===== src/hsp_cfg.svh =====
`ifndef HSP_CFG_SVH
`define HSP_CFG_SVH

// OBI data and address width
`define HSP_WORD_WIDTH 32

// One pixel channel, two per word
`define HSP_PIXEL_WIDTH 16

// Low address bits kept before the modulo
`define HSP_VALUE_MASK 16'hFFFF

// Moduli for the two synthetic pixel channels
`define HSP_MOD_LSB 13    // Lower pixel
`define HSP_MOD_MSB 17    // Upper pixel

// Burst length counter, up to 1023 pixels
`define HSP_COUNT_WIDTH 10

// Channel sum width, wraps on overflow
`define HSP_SUM_WIDTH 24

// Grant LFSR reset value, must not be zero
`define HSP_LFSR_SEED 16'hACE1

`endif


===== src/hsp_pkg.sv =====
`default_nettype none

`include "hsp_cfg.svh"

package hsp_pkg;

  // Read data word as returned by the responder
  typedef logic [`HSP_WORD_WIDTH-1:0] word_t;

  // Word address, same width as the data bus
  typedef logic [`HSP_WORD_WIDTH-1:0] addr_t;

  typedef logic [`HSP_PIXEL_WIDTH-1:0] pixel_t;   // One channel
  typedef logic [`HSP_COUNT_WIDTH-1:0] count_t;   // Pixels per burst
  typedef logic [`HSP_SUM_WIDTH-1:0]   sum_t;     // Per-channel accumulator

  // Fetch sequencer states
  typedef enum logic [1:0] {
    IDLE = 2'd0,   // Waiting for start
    REQ  = 2'd1,   // Request held until granted
    WAIT = 2'd2,   // Read data returns here
    DONE = 2'd3    // One-cycle end marker
  } fetch_state_t;

endpackage

`default_nettype wire


===== src/hsp_fetch_fsm.sv =====
`timescale 1ns/10ps
`default_nettype none

module hsp_fetch_state (
  input  logic            clk,
  input  logic            rst_n,
  input  logic            start,        // Burst start pulse
  input  hsp_pkg::count_t pixel_count,  // Sampled only to catch empty bursts
  input  logic            last,         // Counter is on its final pixel
  input  logic            obi_gnt,
  input  logic            obi_rvalid,
  output logic            load,         // Capture base and count
  output logic            step,         // Advance to next word
  output logic            obi_req,
  output logic            clear,        // Zero the sums
  output logic            sample,       // Accumulate current rdata
  output logic            busy,
  output logic            done
);

  hsp_pkg::fetch_state_t state, state_nxt;

  logic start_ok;   // Start seen while idle
  logic accepted;   // Read accepted at this edge

  assign start_ok = start && (state == hsp_pkg::IDLE);
  assign accepted = obi_req && obi_gnt;

  // Counter load and sum clear share the accepted start
  assign load  = start_ok;
  assign clear = start_ok;

  assign obi_req = (state == hsp_pkg::REQ);   // Dropped right after acceptance

  // Responder returns data one cycle after the grant, so WAIT sees it at once
  assign sample = (state == hsp_pkg::WAIT) && obi_rvalid;
  assign step   = sample;

  assign busy = (state != hsp_pkg::IDLE);
  assign done = (state == hsp_pkg::DONE);

  always_comb begin
    state_nxt = state;
    case (state)
      hsp_pkg::IDLE: begin
        if (start) begin
          // Empty burst skips the bus entirely
          state_nxt = (pixel_count == '0) ? hsp_pkg::DONE : hsp_pkg::REQ;
        end
      end
      hsp_pkg::REQ: begin
        if (accepted) state_nxt = hsp_pkg::WAIT;   // Stay here while gnt is withheld
      end
      hsp_pkg::WAIT: begin
        if (obi_rvalid) begin
          state_nxt = last ? hsp_pkg::DONE : hsp_pkg::REQ;
        end
      end
      hsp_pkg::DONE: state_nxt = hsp_pkg::IDLE;
      default:       state_nxt = hsp_pkg::IDLE;
    endcase
  end

  always_ff @(posedge clk or negedge rst_n) begin
    if (!rst_n) begin
      state <= hsp_pkg::IDLE;
    end else begin
      state <= state_nxt;
    end
  end

endmodule

`default_nettype wire


===== src/hsp_addr_counter.sv =====
`timescale 1ns/10ps
`default_nettype none

module hsp_addr_counter (
  input  logic            clk,
  input  logic            rst_n,
  input  logic            load,          // Start of burst
  input  logic            step,          // One pixel consumed
  input  hsp_pkg::addr_t  base_addr,
  input  hsp_pkg::count_t pixel_count,
  output hsp_pkg::addr_t  addr,          // Current word address
  output logic            last           // Final pixel of the burst
);

  hsp_pkg::addr_t  addr_q;
  hsp_pkg::count_t remaining;   // Pixels still to fetch, current one included

  // Word addressing, one pixel pair per address
  always_ff @(posedge clk or negedge rst_n) begin
    if (!rst_n) begin
      addr_q <= '0;
    end else if (load) begin
      addr_q <= base_addr;
    end else if (step) begin
      addr_q <= addr_q + hsp_pkg::addr_t'(1);   // Wraps at the top of the space
    end
  end

  // Remaining count
  always_ff @(posedge clk or negedge rst_n) begin
    if (!rst_n) begin
      remaining <= '0;
    end else if (load) begin
      remaining <= pixel_count;
    end else if (step && (remaining != '0)) begin
      remaining <= remaining - hsp_pkg::count_t'(1);   // Never underflows
    end
  end

  assign addr = addr_q;

  // Sequencer reads this in WAIT, before the step lands
  assign last = (remaining == hsp_pkg::count_t'(1));

endmodule

`default_nettype wire


===== src/hsp_obi_mem.sv =====
`timescale 1ns/10ps
`default_nettype none

`include "hsp_cfg.svh"

module hsp_obi_mem (
  input  logic           clk,
  input  logic           rst_n,
  input  logic           obi_req,
  input  hsp_pkg::addr_t obi_addr,
  input  logic           def_gnt,      // Grant driven while idle
  input  logic           random_gnt,   // Pseudo-random grant under request
  output logic           obi_gnt,
  output logic           obi_rvalid,
  output hsp_pkg::word_t obi_rdata
);

  logic [15:0]     lfsr;
  logic            lfsr_fb;
  hsp_pkg::pixel_t masked;      // Low address bits after the mask
  hsp_pkg::pixel_t lsb_pixel;
  hsp_pkg::pixel_t msb_pixel;

  // x^16 + x^14 + x^13 + x^11 + 1, maximal length
  assign lfsr_fb = lfsr[15] ^ lfsr[13] ^ lfsr[12] ^ lfsr[10];

  always_ff @(posedge clk or negedge rst_n) begin
    if (!rst_n) begin
      lfsr <= `HSP_LFSR_SEED;
    end else begin
      lfsr <= {lfsr[14:0], lfsr_fb};   // Free-running, not tied to requests
    end
  end

  // No storage behind the port, data comes from the address itself
  assign masked    = obi_addr[`HSP_PIXEL_WIDTH-1:0] & `HSP_VALUE_MASK;
  assign lsb_pixel = masked % hsp_pkg::pixel_t'(`HSP_MOD_LSB);
  assign msb_pixel = masked % hsp_pkg::pixel_t'(`HSP_MOD_MSB);

  // Registered grant
  always_ff @(posedge clk or negedge rst_n) begin
    if (!rst_n) begin
      obi_gnt <= 1'b0;
    end else if (obi_req) begin
      obi_gnt <= random_gnt ? lfsr[0] : 1'b1;
    end else begin
      obi_gnt <= def_gnt;
    end
  end

  // Response valid for exactly one cycle after each accepting edge
  always_ff @(posedge clk or negedge rst_n) begin
    if (!rst_n) begin
      obi_rvalid <= 1'b0;
    end else begin
      obi_rvalid <= obi_req && obi_gnt;
    end
  end

  // Read data only meaningful with rvalid
  always_ff @(posedge clk) begin
    if (obi_req && obi_gnt) begin
      obi_rdata <= {msb_pixel, lsb_pixel};   // Upper pixel over lower pixel
    end
  end

endmodule

`default_nettype wire


===== src/hsp_pixel_accum.sv =====
`timescale 1ns/10ps
`default_nettype none

`include "hsp_cfg.svh"

module hsp_pixel_accum (
  input  logic           clk,
  input  logic           rst_n,
  input  logic           clear,     // Start of a new burst
  input  logic           sample,    // rdata holds a valid word
  input  hsp_pkg::word_t rdata,
  output hsp_pkg::sum_t  lsb_sum,
  output hsp_pkg::sum_t  msb_sum
);

  hsp_pkg::pixel_t lsb_pixel;
  hsp_pkg::pixel_t msb_pixel;

  // Word layout is upper pixel over lower pixel
  assign lsb_pixel = rdata[`HSP_PIXEL_WIDTH-1:0];
  assign msb_pixel = rdata[`HSP_WORD_WIDTH-1:`HSP_PIXEL_WIDTH];

  // Lower channel
  always_ff @(posedge clk or negedge rst_n) begin
    if (!rst_n) begin
      lsb_sum <= '0;
    end else if (clear) begin
      lsb_sum <= '0;
    end else if (sample) begin
      lsb_sum <= lsb_sum + hsp_pkg::sum_t'(lsb_pixel);   // Wraps at sum width
    end
  end

  // Upper channel
  always_ff @(posedge clk or negedge rst_n) begin
    if (!rst_n) begin
      msb_sum <= '0;
    end else if (clear) begin
      msb_sum <= '0;
    end else if (sample) begin
      msb_sum <= msb_sum + hsp_pkg::sum_t'(msb_pixel);
    end
  end

  // Both sums hold after the burst until the next clear

endmodule

`default_nettype wire


===== src/hsp_fetch_top.sv =====
`timescale 1ns/10ps
`default_nettype none

module hsp_fetch_top (
  input  logic            clk,
  input  logic            rst_n,
  input  logic            start,
  input  hsp_pkg::addr_t  base_addr,
  input  hsp_pkg::count_t pixel_count,
  input  logic            def_gnt,      // Grant level while no request
  input  logic            random_gnt,   // LFSR-driven grant when set
  output logic            busy,
  output logic            done,
  output hsp_pkg::sum_t   lsb_sum,
  output hsp_pkg::sum_t   msb_sum
);

  // Sequencer to counter
  logic load;
  logic step;
  logic last;

  // OBI between sequencer and responder
  hsp_pkg::addr_t obi_addr;   // Straight from the counter
  logic           obi_req;
  logic           obi_gnt;
  logic           obi_rvalid;
  hsp_pkg::word_t obi_rdata;

  // Sequencer to accumulator
  logic clear;
  logic sample;

  hsp_fetch_state i_hsp_fetch_state (
    .clk         (clk),
    .rst_n       (rst_n),
    .start       (start),
    .pixel_count (pixel_count),
    .last        (last),
    .obi_gnt     (obi_gnt),
    .obi_rvalid  (obi_rvalid),
    .load        (load),
    .step        (step),
    .obi_req     (obi_req),
    .clear       (clear),
    .sample      (sample),
    .busy        (busy),
    .done        (done)
  );

  hsp_addr_counter i_hsp_addr_counter (
    .clk         (clk),
    .rst_n       (rst_n),
    .load        (load),
    .step        (step),
    .base_addr   (base_addr),
    .pixel_count (pixel_count),
    .addr        (obi_addr),
    .last        (last)
  );

  hsp_obi_mem i_hsp_obi_mem (
    .clk        (clk),
    .rst_n      (rst_n),
    .obi_req    (obi_req),
    .obi_addr   (obi_addr),
    .def_gnt    (def_gnt),
    .random_gnt (random_gnt),
    .obi_gnt    (obi_gnt),
    .obi_rvalid (obi_rvalid),
    .obi_rdata  (obi_rdata)
  );

  hsp_pixel_accum i_hsp_pixel_accum (
    .clk     (clk),
    .rst_n   (rst_n),
    .clear   (clear),
    .sample  (sample),
    .rdata   (obi_rdata),
    .lsb_sum (lsb_sum),
    .msb_sum (msb_sum)
  );

endmodule

`default_nettype wire


===== config.mk =====
export PLATFORM = sky130hd
export DESIGN_NAME = hsp_fetch_top
export DESIGN_NICKNAME = d
export VERILOG_FILES = /design/src/hsp_pkg.sv /design/src/hsp_fetch_fsm.sv /design/src/hsp_addr_counter.sv /design/src/hsp_obi_mem.sv /design/src/hsp_pixel_accum.sv /design/src/hsp_fetch_top.sv
export VERILOG_INCLUDE_DIRS = /design/src
export SDC_FILE = /design/constraint.sdc
export NUM_CORES = 1
export LEC_CHECK = 0
export BUFFER_PORTS_ARGS = -buffer_cell sky130_fd_sc_hd__buf_2
export CAP_MARGIN = 25
export CORE_ASPECT_RATIO = 0.75
export CORE_MARGIN = 1.5
export CORE_UTILIZATION = 30
export CTS_BUF_LIST = sky130_fd_sc_hd__clkbuf_4 sky130_fd_sc_hd__clkbuf_8
export DETAILED_ROUTE_END_ITERATION = 6
export PLACE_DENSITY = 0.57
export SLEW_MARGIN = 10
export SYNTH_ARGS = -nofsm -noshare
export SYNTH_HDL_FRONTEND = slang
export SYNTH_SLANG_ARGS = --single-unit
export TNS_END_PERCENT = 5

===== constraint.sdc =====
create_clock -name clk -period 10.4 [get_ports clk]
set_clock_uncertainty 0.1 [all_clocks]
set_input_delay 1.04 -clock clk [delete_from_list [all_inputs] [get_ports clk]]
set_output_delay 1.04 -clock clk [all_outputs]
set_load 0.01 [all_outputs]

# Yosys cells after proc, flatten, opt, wreduce, memory -nomap -nowiden
# Cells that the tools add are included.
# totals
ff_bits	142
wordCells	52
# op_classes
addsub	4
bitwise_logic	3
div	2
eq_ne	7
muxes	16
reduce_logical	11
# op_table
cell	n
24-bit two-way mux	4
32-bit two-way mux	2
24-bit by 16-bit adder with 24-bit output	2
32-bit by 1-bit adder with 32-bit output (second input constant)	1
10-bit two-way mux	2
16-bit by 4-bit modulo with 16-bit output (second input constant)	1
16-bit by 5-bit modulo with 16-bit output (second input constant)	1
10-bit by 1-bit == test with 1-bit output (second input constant)	1
10-bit logical NOT	1
2-bit two-way mux	5
10-bit nonzero test	1
10-bit by 1-bit subtractor with 10-bit output (second input constant)	1
2-bit case mux with 4 select lines	1
2-bit nonzero test	3
2-bit == test (second input constant)	2
1-bit logical AND	4
2-bit != test (second input constant)	2
3-bit AND reduction	1
1-bit bitwise XOR	3
2-bit by 1-bit == test with 1-bit output (second input constant)	1
2-bit logical NOT	1
1-bit two-way mux	2
2-bit by 1-bit != test with 1-bit output (second input constant)	1

# Depth between registers and ports, before layout
# Gate-level depths: netlist (run 1).
# depth
ltp_word	5
mapped_depth	32

# Hierarchy
# A second synthesis (run 1) with hierarchy kept.
# unflattened
hier_cells	1587
area_unflattened_um2	13236.4
# modules_own_cells
module	instances	cells_per_inst	area_each_um2	seq_area_each_um2
hsp_obi_mem	1	866	6867.8	1421.4
hsp_pixel_accum	1	399	3641.0	1201.2
hsp_addr_counter	1	299	2537.4	1051.0
hsp_fetch_state	1	23	190.2	50.0

# Worst setup path before layout (run 1)
# OpenSTA, ideal clock, no wires.
# synth_path
path_kind	register to register
startpoint	register i_hsp_addr_counter.addr_q[14] (netlist: i_hsp_addr_counter.addr[14])
endpoint	register i_hsp_obi_mem.obi_rdata[25], data pin
stages_incl_launch_ff	30
arrival_ps	7147
path_slack_ps	2897
required_time_ps	10044
setup_ps	256
path_cell_list	dfrtp_1 -> buf_6 -> buf_6 -> buf_8 -> nor4b_1 -> a211o_1 -> a31oi_1 -> or3_4 -> or3_4 -> a211o_1 -> a21o_1 -> or2_1 -> or2_1 -> a221oi_4 -> o211ai_4 -> a211oi_1 -> mux2_4 -> o211a_1 -> nor2_1 -> clkinv_1 -> ha_1 -> a2111oi_2 -> a311oi_2 -> nor2_1 -> xnor2_1 -> ha_1 -> and3_4 -> and2b_4 -> and4b_1 -> a41o_1
# synth_via
elab_chain_len	1
# synth_lines
item	line_no	text
from (decl)	hsp_addr_counter.sv:15	hsp_pkg::addr_t addr_q;
from (signal assigned)	hsp_addr_counter.sv:23	addr_q <= base_addr;
from (signal assigned)	hsp_addr_counter.sv:25	addr_q <= addr_q + hsp_pkg::addr_t'(1);
16-bit by 5-bit modulo with 16-bit output	hsp_obi_mem.sv:38	assign msb_pixel = masked % hsp_pkg::pixel_t'(`HSP_MOD_MSB);
net i_hsp_obi_mem.msb_pixel[9]	hsp_obi_mem.sv:22	hsp_pkg::pixel_t msb_pixel;
to (signal assigned)	hsp_obi_mem.sv:63	obi_rdata <= {msb_pixel, lsb_pixel};
to (decl)	hsp_obi_mem.sv:15	output hsp_pkg::word_t obi_rdata
# The timed path passes the listed nets, and every way through them passes these cells.
# A chain may end at the register's enable or synchronous reset.

# Worst setup path after layout (run 1)
# layout_path
startpoint	register i_hsp_addr_counter.addr_q[11] (netlist: i_hsp_addr_counter.addr[11])
endpoint	register i_hsp_obi_mem.obi_rdata[2], data pin
# layout_via
elab_chain_len	1
# layout_lines
item	line_no	text
16-bit by 4-bit modulo with 16-bit output	hsp_obi_mem.sv:37	assign lsb_pixel = masked % hsp_pkg::pixel_t'(`HSP_MOD_LSB);
net i_hsp_obi_mem.lsb_pixel[2]	hsp_obi_mem.sv:21	hsp_pkg::pixel_t lsb_pixel;
# The timed path passes the listed nets, and every way through them passes these cells.

==> reports/qor.csv, run 1 <==
metric,value,unit
"EDFF count, synth",32,
"Seq/Total Area, Yosys",0.2957,
cells after synthesis,1315,
Site Rows,61,
Critical path origin,i_hsp_addr_counter.addr[11],
FF-to-FF path depth,25,
multi-input logic area,7372,um2
Max-Cap Viols,0,
Worst Slack Setup Final,1182,ps
Ports,97,
Max Clk Rate,108.5,MHz
Core ar.,37020,um2
RR Endpoint,i_hsp_obi_mem.obi_rdata[2],
Routed WL,31.42,mm
ys flop type,dfrtp_1,
#FFs+latches synth,126,
Tcrit/Tclk final,0.8864,
GPL Wtd Cong,0.8675,
most frequent cells in the layout,"nand2_1, nor2_1, dfrtp_1",
Yosys top cell area share,0.1915,
status,finished clean,
"Arr. time, crit path",9310,ps
crit start category,flip-flop,
setup tns final,0,ps
R2R Setup Slk,1180,ps
worst-margin pin slew,980.7,ps
"most common cell after layout, fill and taps aside",nand2_1,
DR iter-0 viols,801,
final hold vios,0,
Initial Utilization,0.3036,
Die Height,170.6,um
DRT antenna net count,0,
clk buf depth,2,
Worst Hold Class,flip-flop to flip-flop,
setup repair bufs after CTS,0,
initial antenna violation count,1,
crit path time final,9218,ps
Fillers,3870,
IO Port Bufs,80,
Die X,226.5,um
hold-fix buffers at CTS,0,
PostCTS Resize Cnt,0,
overall routing resource usage,0.1611,
"Cell Area, Synth",11240,um2
area grow syn2layout,10.02,%
Worst Setup EP,i_hsp_obi_mem.obi_rdata[2],
critical path depth,25,
Storage cell area,3323,um2
kind of critical path,flip-flop to flip-flop,
CTS HTree Levels,4,
TritonCTS Buffers,17,
Syn Area/Cell,8.545,um2
CP endpoint kind,flip-flop,
CP required,10490,ps
Clock Latency Late Sink,450,ps
vias in the first global route,9733,
ys async rst share,0.7460,
Final HPWL DP,22.76,mm
slowest library cell on the worst path,dfrtp_1,
share of post-route cells with drive strength above 1,0.1425,
pre-CTS setup slack,1543,ps
Root Buffer Master,clkbuf_8,
"Clk pin slew, worst setup/hold paths",90,ps
Vias/cell,5.744,
fin. max-slew vios,0,
# setup viols final,0,
largest net degree at the start of global routing,58,
warnings from Yosys,0,
crit-path leading delay family,compound AO/OA/AOI/OAI gates,
critical path peak fanout,34,
reg2reg start,i_hsp_addr_counter.addr[11],
TritonCTS clock tree,built,
unrepaired setup endpoints after global routing,false,
Area contributors post-synth,"dfrtp_1, edfxtp_1, ha_1",
critical path buffer and inverter count,0,
clock sinks,126,
# DRC,0,
grt ovf,0,
Layout Nets,1440,
first-pass GRT wire length,51.05,mm
DR WL/cell,16.84,um
Synth area leader,dfrtp_1,
DIE AREA,38640,um2
count of cell types in the netlist,127,
Mapped Nets,1407,
worst hold path depth,0,
Pre-antenna DRT Iters,5,
slew margin rel.,0.3462,
"Largest stage delay, worst path",990,ps
Vias,10718,
[registers in the layout, summed over array words and instances (netlist names)]
signal / count
i_hsp_obi_mem.obi_rdata: 32
i_hsp_pixel_accum.lsb_sum: 24
i_hsp_pixel_accum.msb_sum: 24
i_hsp_addr_counter.addr: 16
i_hsp_obi_mem.lfsr: 16
i_hsp_addr_counter.remaining: 10
i_hsp_fetch_state.state: 2
i_hsp_obi_mem.obi_gnt: 1
i_hsp_obi_mem.obi_rvalid: 1
[synth_stat cells, drive strengths merged, types with 8 or more instances]
| master | instances |
|---|---|
| nand2 | 127 |
| o21ai | 94 |
| nor2 | 90 |
| dfrtp | 86 |
| a21oi | 70 |
| xnor2 | 49 |
| nand3 | 47 |
| clkbuf | 45 |
| inv | 44 |
| ha | 43 |
| nor3 | 43 |
| edfxtp | 32 |
| buf | 29 |
| a211oi | 22 |
| o211ai | 22 |
| a31oi | 20 |
| and2 | 20 |
| nand2b | 20 |
| nor4 | 19 |
| a21o | 18 |
| xor2 | 18 |
| o22ai | 17 |
| o31ai | 17 |
| and3 | 15 |
| nand4 | 15 |
| nor2b | 15 |
| o211a | 13 |
| o21bai | 13 |
| or3 | 13 |
| o221ai | 10 |
| o311ai | 10 |
| o32ai | 10 |
| a221oi | 9 |
| dfstp | 8 |
| o2111ai | 8 |
| o21a | 8 |
| or2 | 8 |
[worst min-delay path by stage]
stage | slack (ps) | start | end
6_report | 240 | i_hsp_obi_mem.lfsr[14] | i_hsp_obi_mem.lfsr[15]
5_1_grt | 260 | i_hsp_obi_mem.lfsr[14] | i_hsp_obi_mem.lfsr[15]
4_1_cts | 250 | i_hsp_obi_mem.lfsr[14] | i_hsp_obi_mem.lfsr[15]
3_5_place_dp | 240 | i_hsp_obi_mem.lfsr[2] | i_hsp_obi_mem.lfsr[3]
3_3_place_gp | 240 | i_hsp_obi_mem.lfsr[8] | i_hsp_obi_mem.lfsr[9]
2_1_floorplan | 230 | i_hsp_obi_mem.lfsr[1] | i_hsp_obi_mem.lfsr[2]
[cells by family (layout without fill, tap and decap cells)]
kind of cell	count (synthesis)	count (layout)	share of synthesized area
fa+ha+maj	47	47	0.05334
buf+inv	122	168	0.04921
simple gates	469	469	0.2171
other cells	0	1	0
flops	126	126	0.2957
xor+xnor	67	67	0.05456
compound gates	472	472	0.3184
mux	12	12	0.01158
[through the flow]
stage	area, um2	util	hold slack [ps]	instances
floorplan	11240	-	231.2	1315
global placement	11960	0.3231	235.4	1832
detailed placement	11960	0.3231	241.1	1832
CTS	12350	0.3335	250.0	1864
global route	12360	0.3340	263.0	1866
finish	12360	0.3340	242.4	1866
[cell type report]
type,instances,share of cell area
diodes,1,0.0002024
flip-flops and latches,126,0.2688
inverters,48,0.01457
multi-input cells,1067,0.5963
repair buffers,88,0.03805
clock inverters,15,0.01214
clock buffers,17,0.01893
well taps,504,0.05101
[layer usage]
metal / wire length, um / share of wire / track usage
met5: 0 / 0 / 0
met4: 435 / 0.014 / 0.03855
met3: 1850 / 0.059 / 0.02696
met2: 12970 / 0.41 / 0.2297
met1: 16170 / 0.51 / 0.2478
Power of run 1 is left out: the tool's default activity adds up to more than one toggle a clock period on the data nets, which glitch-free logic cannot reach.
==> run 2, diff against run 1 <==
==> constraint.sdc (replaced) <==
create_clock -name clk -period 10.7 [get_ports clk]
set_clock_uncertainty 0.1 [all_clocks]
set_input_delay 1.07 -clock clk [delete_from_list [all_inputs] [get_ports clk]]
set_output_delay 1.07 -clock clk [all_outputs]
set_load 0.01 [all_outputs]
==> run 2 against run 1 <==
  * Register-to-register slack gained 430 ps
  * Clock-buffer cell count is the same
  * Highest routed layer unchanged
  * Worst hold slack gained 16 ps
  * Sequential share of layout area is essentially flat
  * Fmax grew 1.4%
  * Via count shrank 0.60%
  * Cell count is essentially flat
  * Utilization grew 0.051 points
==> reports/qor.csv, run 2 (same netlist as run 1, synthesis figures left out) <==
metric,value,unit
initial antenna violation count,0,
slowest library cell on the worst path,dfrtp_1,
status,finished clean,
setup tns final,0,ps
PostCTS Resize Cnt,0,
clk buf depth,2,
DR WL/cell,16.82,um
critical path buffer and inverter count,1,
overall routing resource usage,0.1608,
Vias/cell,5.713,
Root Buffer Master,clkbuf_8,
DIE AREA,38640,um2
most frequent cells in the layout,"nand2_1, nor2_1, dfrtp_1",
Ports,97,
Routed WL,31.37,mm
Initial Utilization,0.3036,
Layout Nets,1440,
area grow syn2layout,10.19,%
CP required,10790,ps
DRT antenna net count,0,
Most Frequent Cell on Critical Path,nor2_1,
clock sinks,126,
vias in the first global route,9666,
slew margin rel.,0.3397,
Worst Hold Class,flip-flop to flip-flop,
Fillers,3792,
kind of critical path,flip-flop to flip-flop,
worst-margin pin slew,990.4,ps
Die X,226.5,um
TritonCTS Buffers,17,
"most common cell after layout, fill and taps aside",nand2_1,
critical path peak fanout,34,
GPL Wtd Cong,0.8609,
Max-Cap Viols,0,
final hold vios,0,
largest registers,"i_hsp_obi_mem.obi_rdata x32, i_hsp_pixel_accum.lsb_sum x24, i_hsp_pixel_accum.msb_sum x24",
largest net degree at the start of global routing,58,
CP endpoint kind,flip-flop,
Die Height,170.6,um
Pre-antenna DRT Iters,5,
TritonCTS clock tree,built,
grt ovf,0,
unrepaired setup endpoints after global routing,false,
Final HPWL DP,22.55,mm
"Arr. time, crit path",9180,ps
crit path time final,9092,ps
crit-path leading delay family,compound AO/OA/AOI/OAI gates,
Reg with most FFs,i_hsp_obi_mem.obi_rdata,
setup repair bufs after CTS,0,
Max Clk Rate,110.0,MHz
first-pass GRT wire length,51.26,mm
share of post-route cells with drive strength above 1,0.1425,
Core ar.,37020,um2
max FFs per register,32,
CTS HTree Levels,4,
number of diodes,0,
# DRC,0,
fin. max-slew vios,0,
Clock Latency Late Sink,460,ps
"Largest stage delay, worst path",1010,ps
pre-CTS setup slack,1841,ps
crit start category,flip-flop,
IO Port Bufs,80,
DR iter-0 viols,892,
Vias,10654,
"Clk pin slew, worst setup/hold paths",90,ps
Worst Slack Setup Final,1608,ps
# setup viols final,0,
Tcrit/Tclk final,0.8497,
hold-fix buffers at CTS,0,
Site Rows,61,
[run 2: cell type report]
cell class                      instances  area, um2  area share
Clock buffer                           17      234.0     0.01890
Sequential cell                       126       3323      0.2684
Timing Repair Buffer                   88      483.0     0.03901
Tap cell                              504      630.6     0.05093
Clock inverter                         15      158.9     0.01283
Multi-Input combinational cell       1067       7372      0.5954
Inverter                               48      180.2     0.01455
[run 2: stage by stage]
stage / hold slack (ps) / std cells / area (um2) / utilization
after floorplan: 231.2 / 1315 / 11240 / -
after global placement: 235.6 / 1832 / 11960 / 0.3231
after detailed placement: 238.5 / 1832 / 11960 / 0.3231
after CTS: 261.0 / 1864 / 12350 / 0.3338
after global routing: 263.7 / 1865 / 12380 / 0.3345
final: 258.3 / 1865 / 12380 / 0.3345
[run 2: metal layers]
layer	vias to the layer above	GRT usage	wire, um
met3	17	0.02439	1774
met4	0	0.03478	272
met5	-	0	0
met2	320	0.2302	13150
li1	5147	-	-
met1	5170	0.2492	16170
[run 2: final timing paths]
| kind | from | end | slack [ps] | cells past startpoint |
|---|---|---|---|---|
| max | i_hsp_addr_counter.addr[14] | i_hsp_obi_mem.obi_rdata[29] | 1610 | 27 |
| min | i_hsp_obi_mem.lfsr[14] | i_hsp_obi_mem.lfsr[15] | 260 | 0 |
| max reg2reg | i_hsp_addr_counter.addr[14] | i_hsp_obi_mem.obi_rdata[29] | 1610 | 27 |
| min reg2reg | i_hsp_obi_mem.lfsr[14] | i_hsp_obi_mem.lfsr[15] | 260 | 0 |
| max in group asynchronous | rst_n | i_hsp_pixel_accum.lsb_sum[1] | 8840 | 2 |
| min in group asynchronous | rst_n | i_hsp_addr_counter.remaining[5] | 460 | 1 |
Power of run 2 is left out for the same reason.
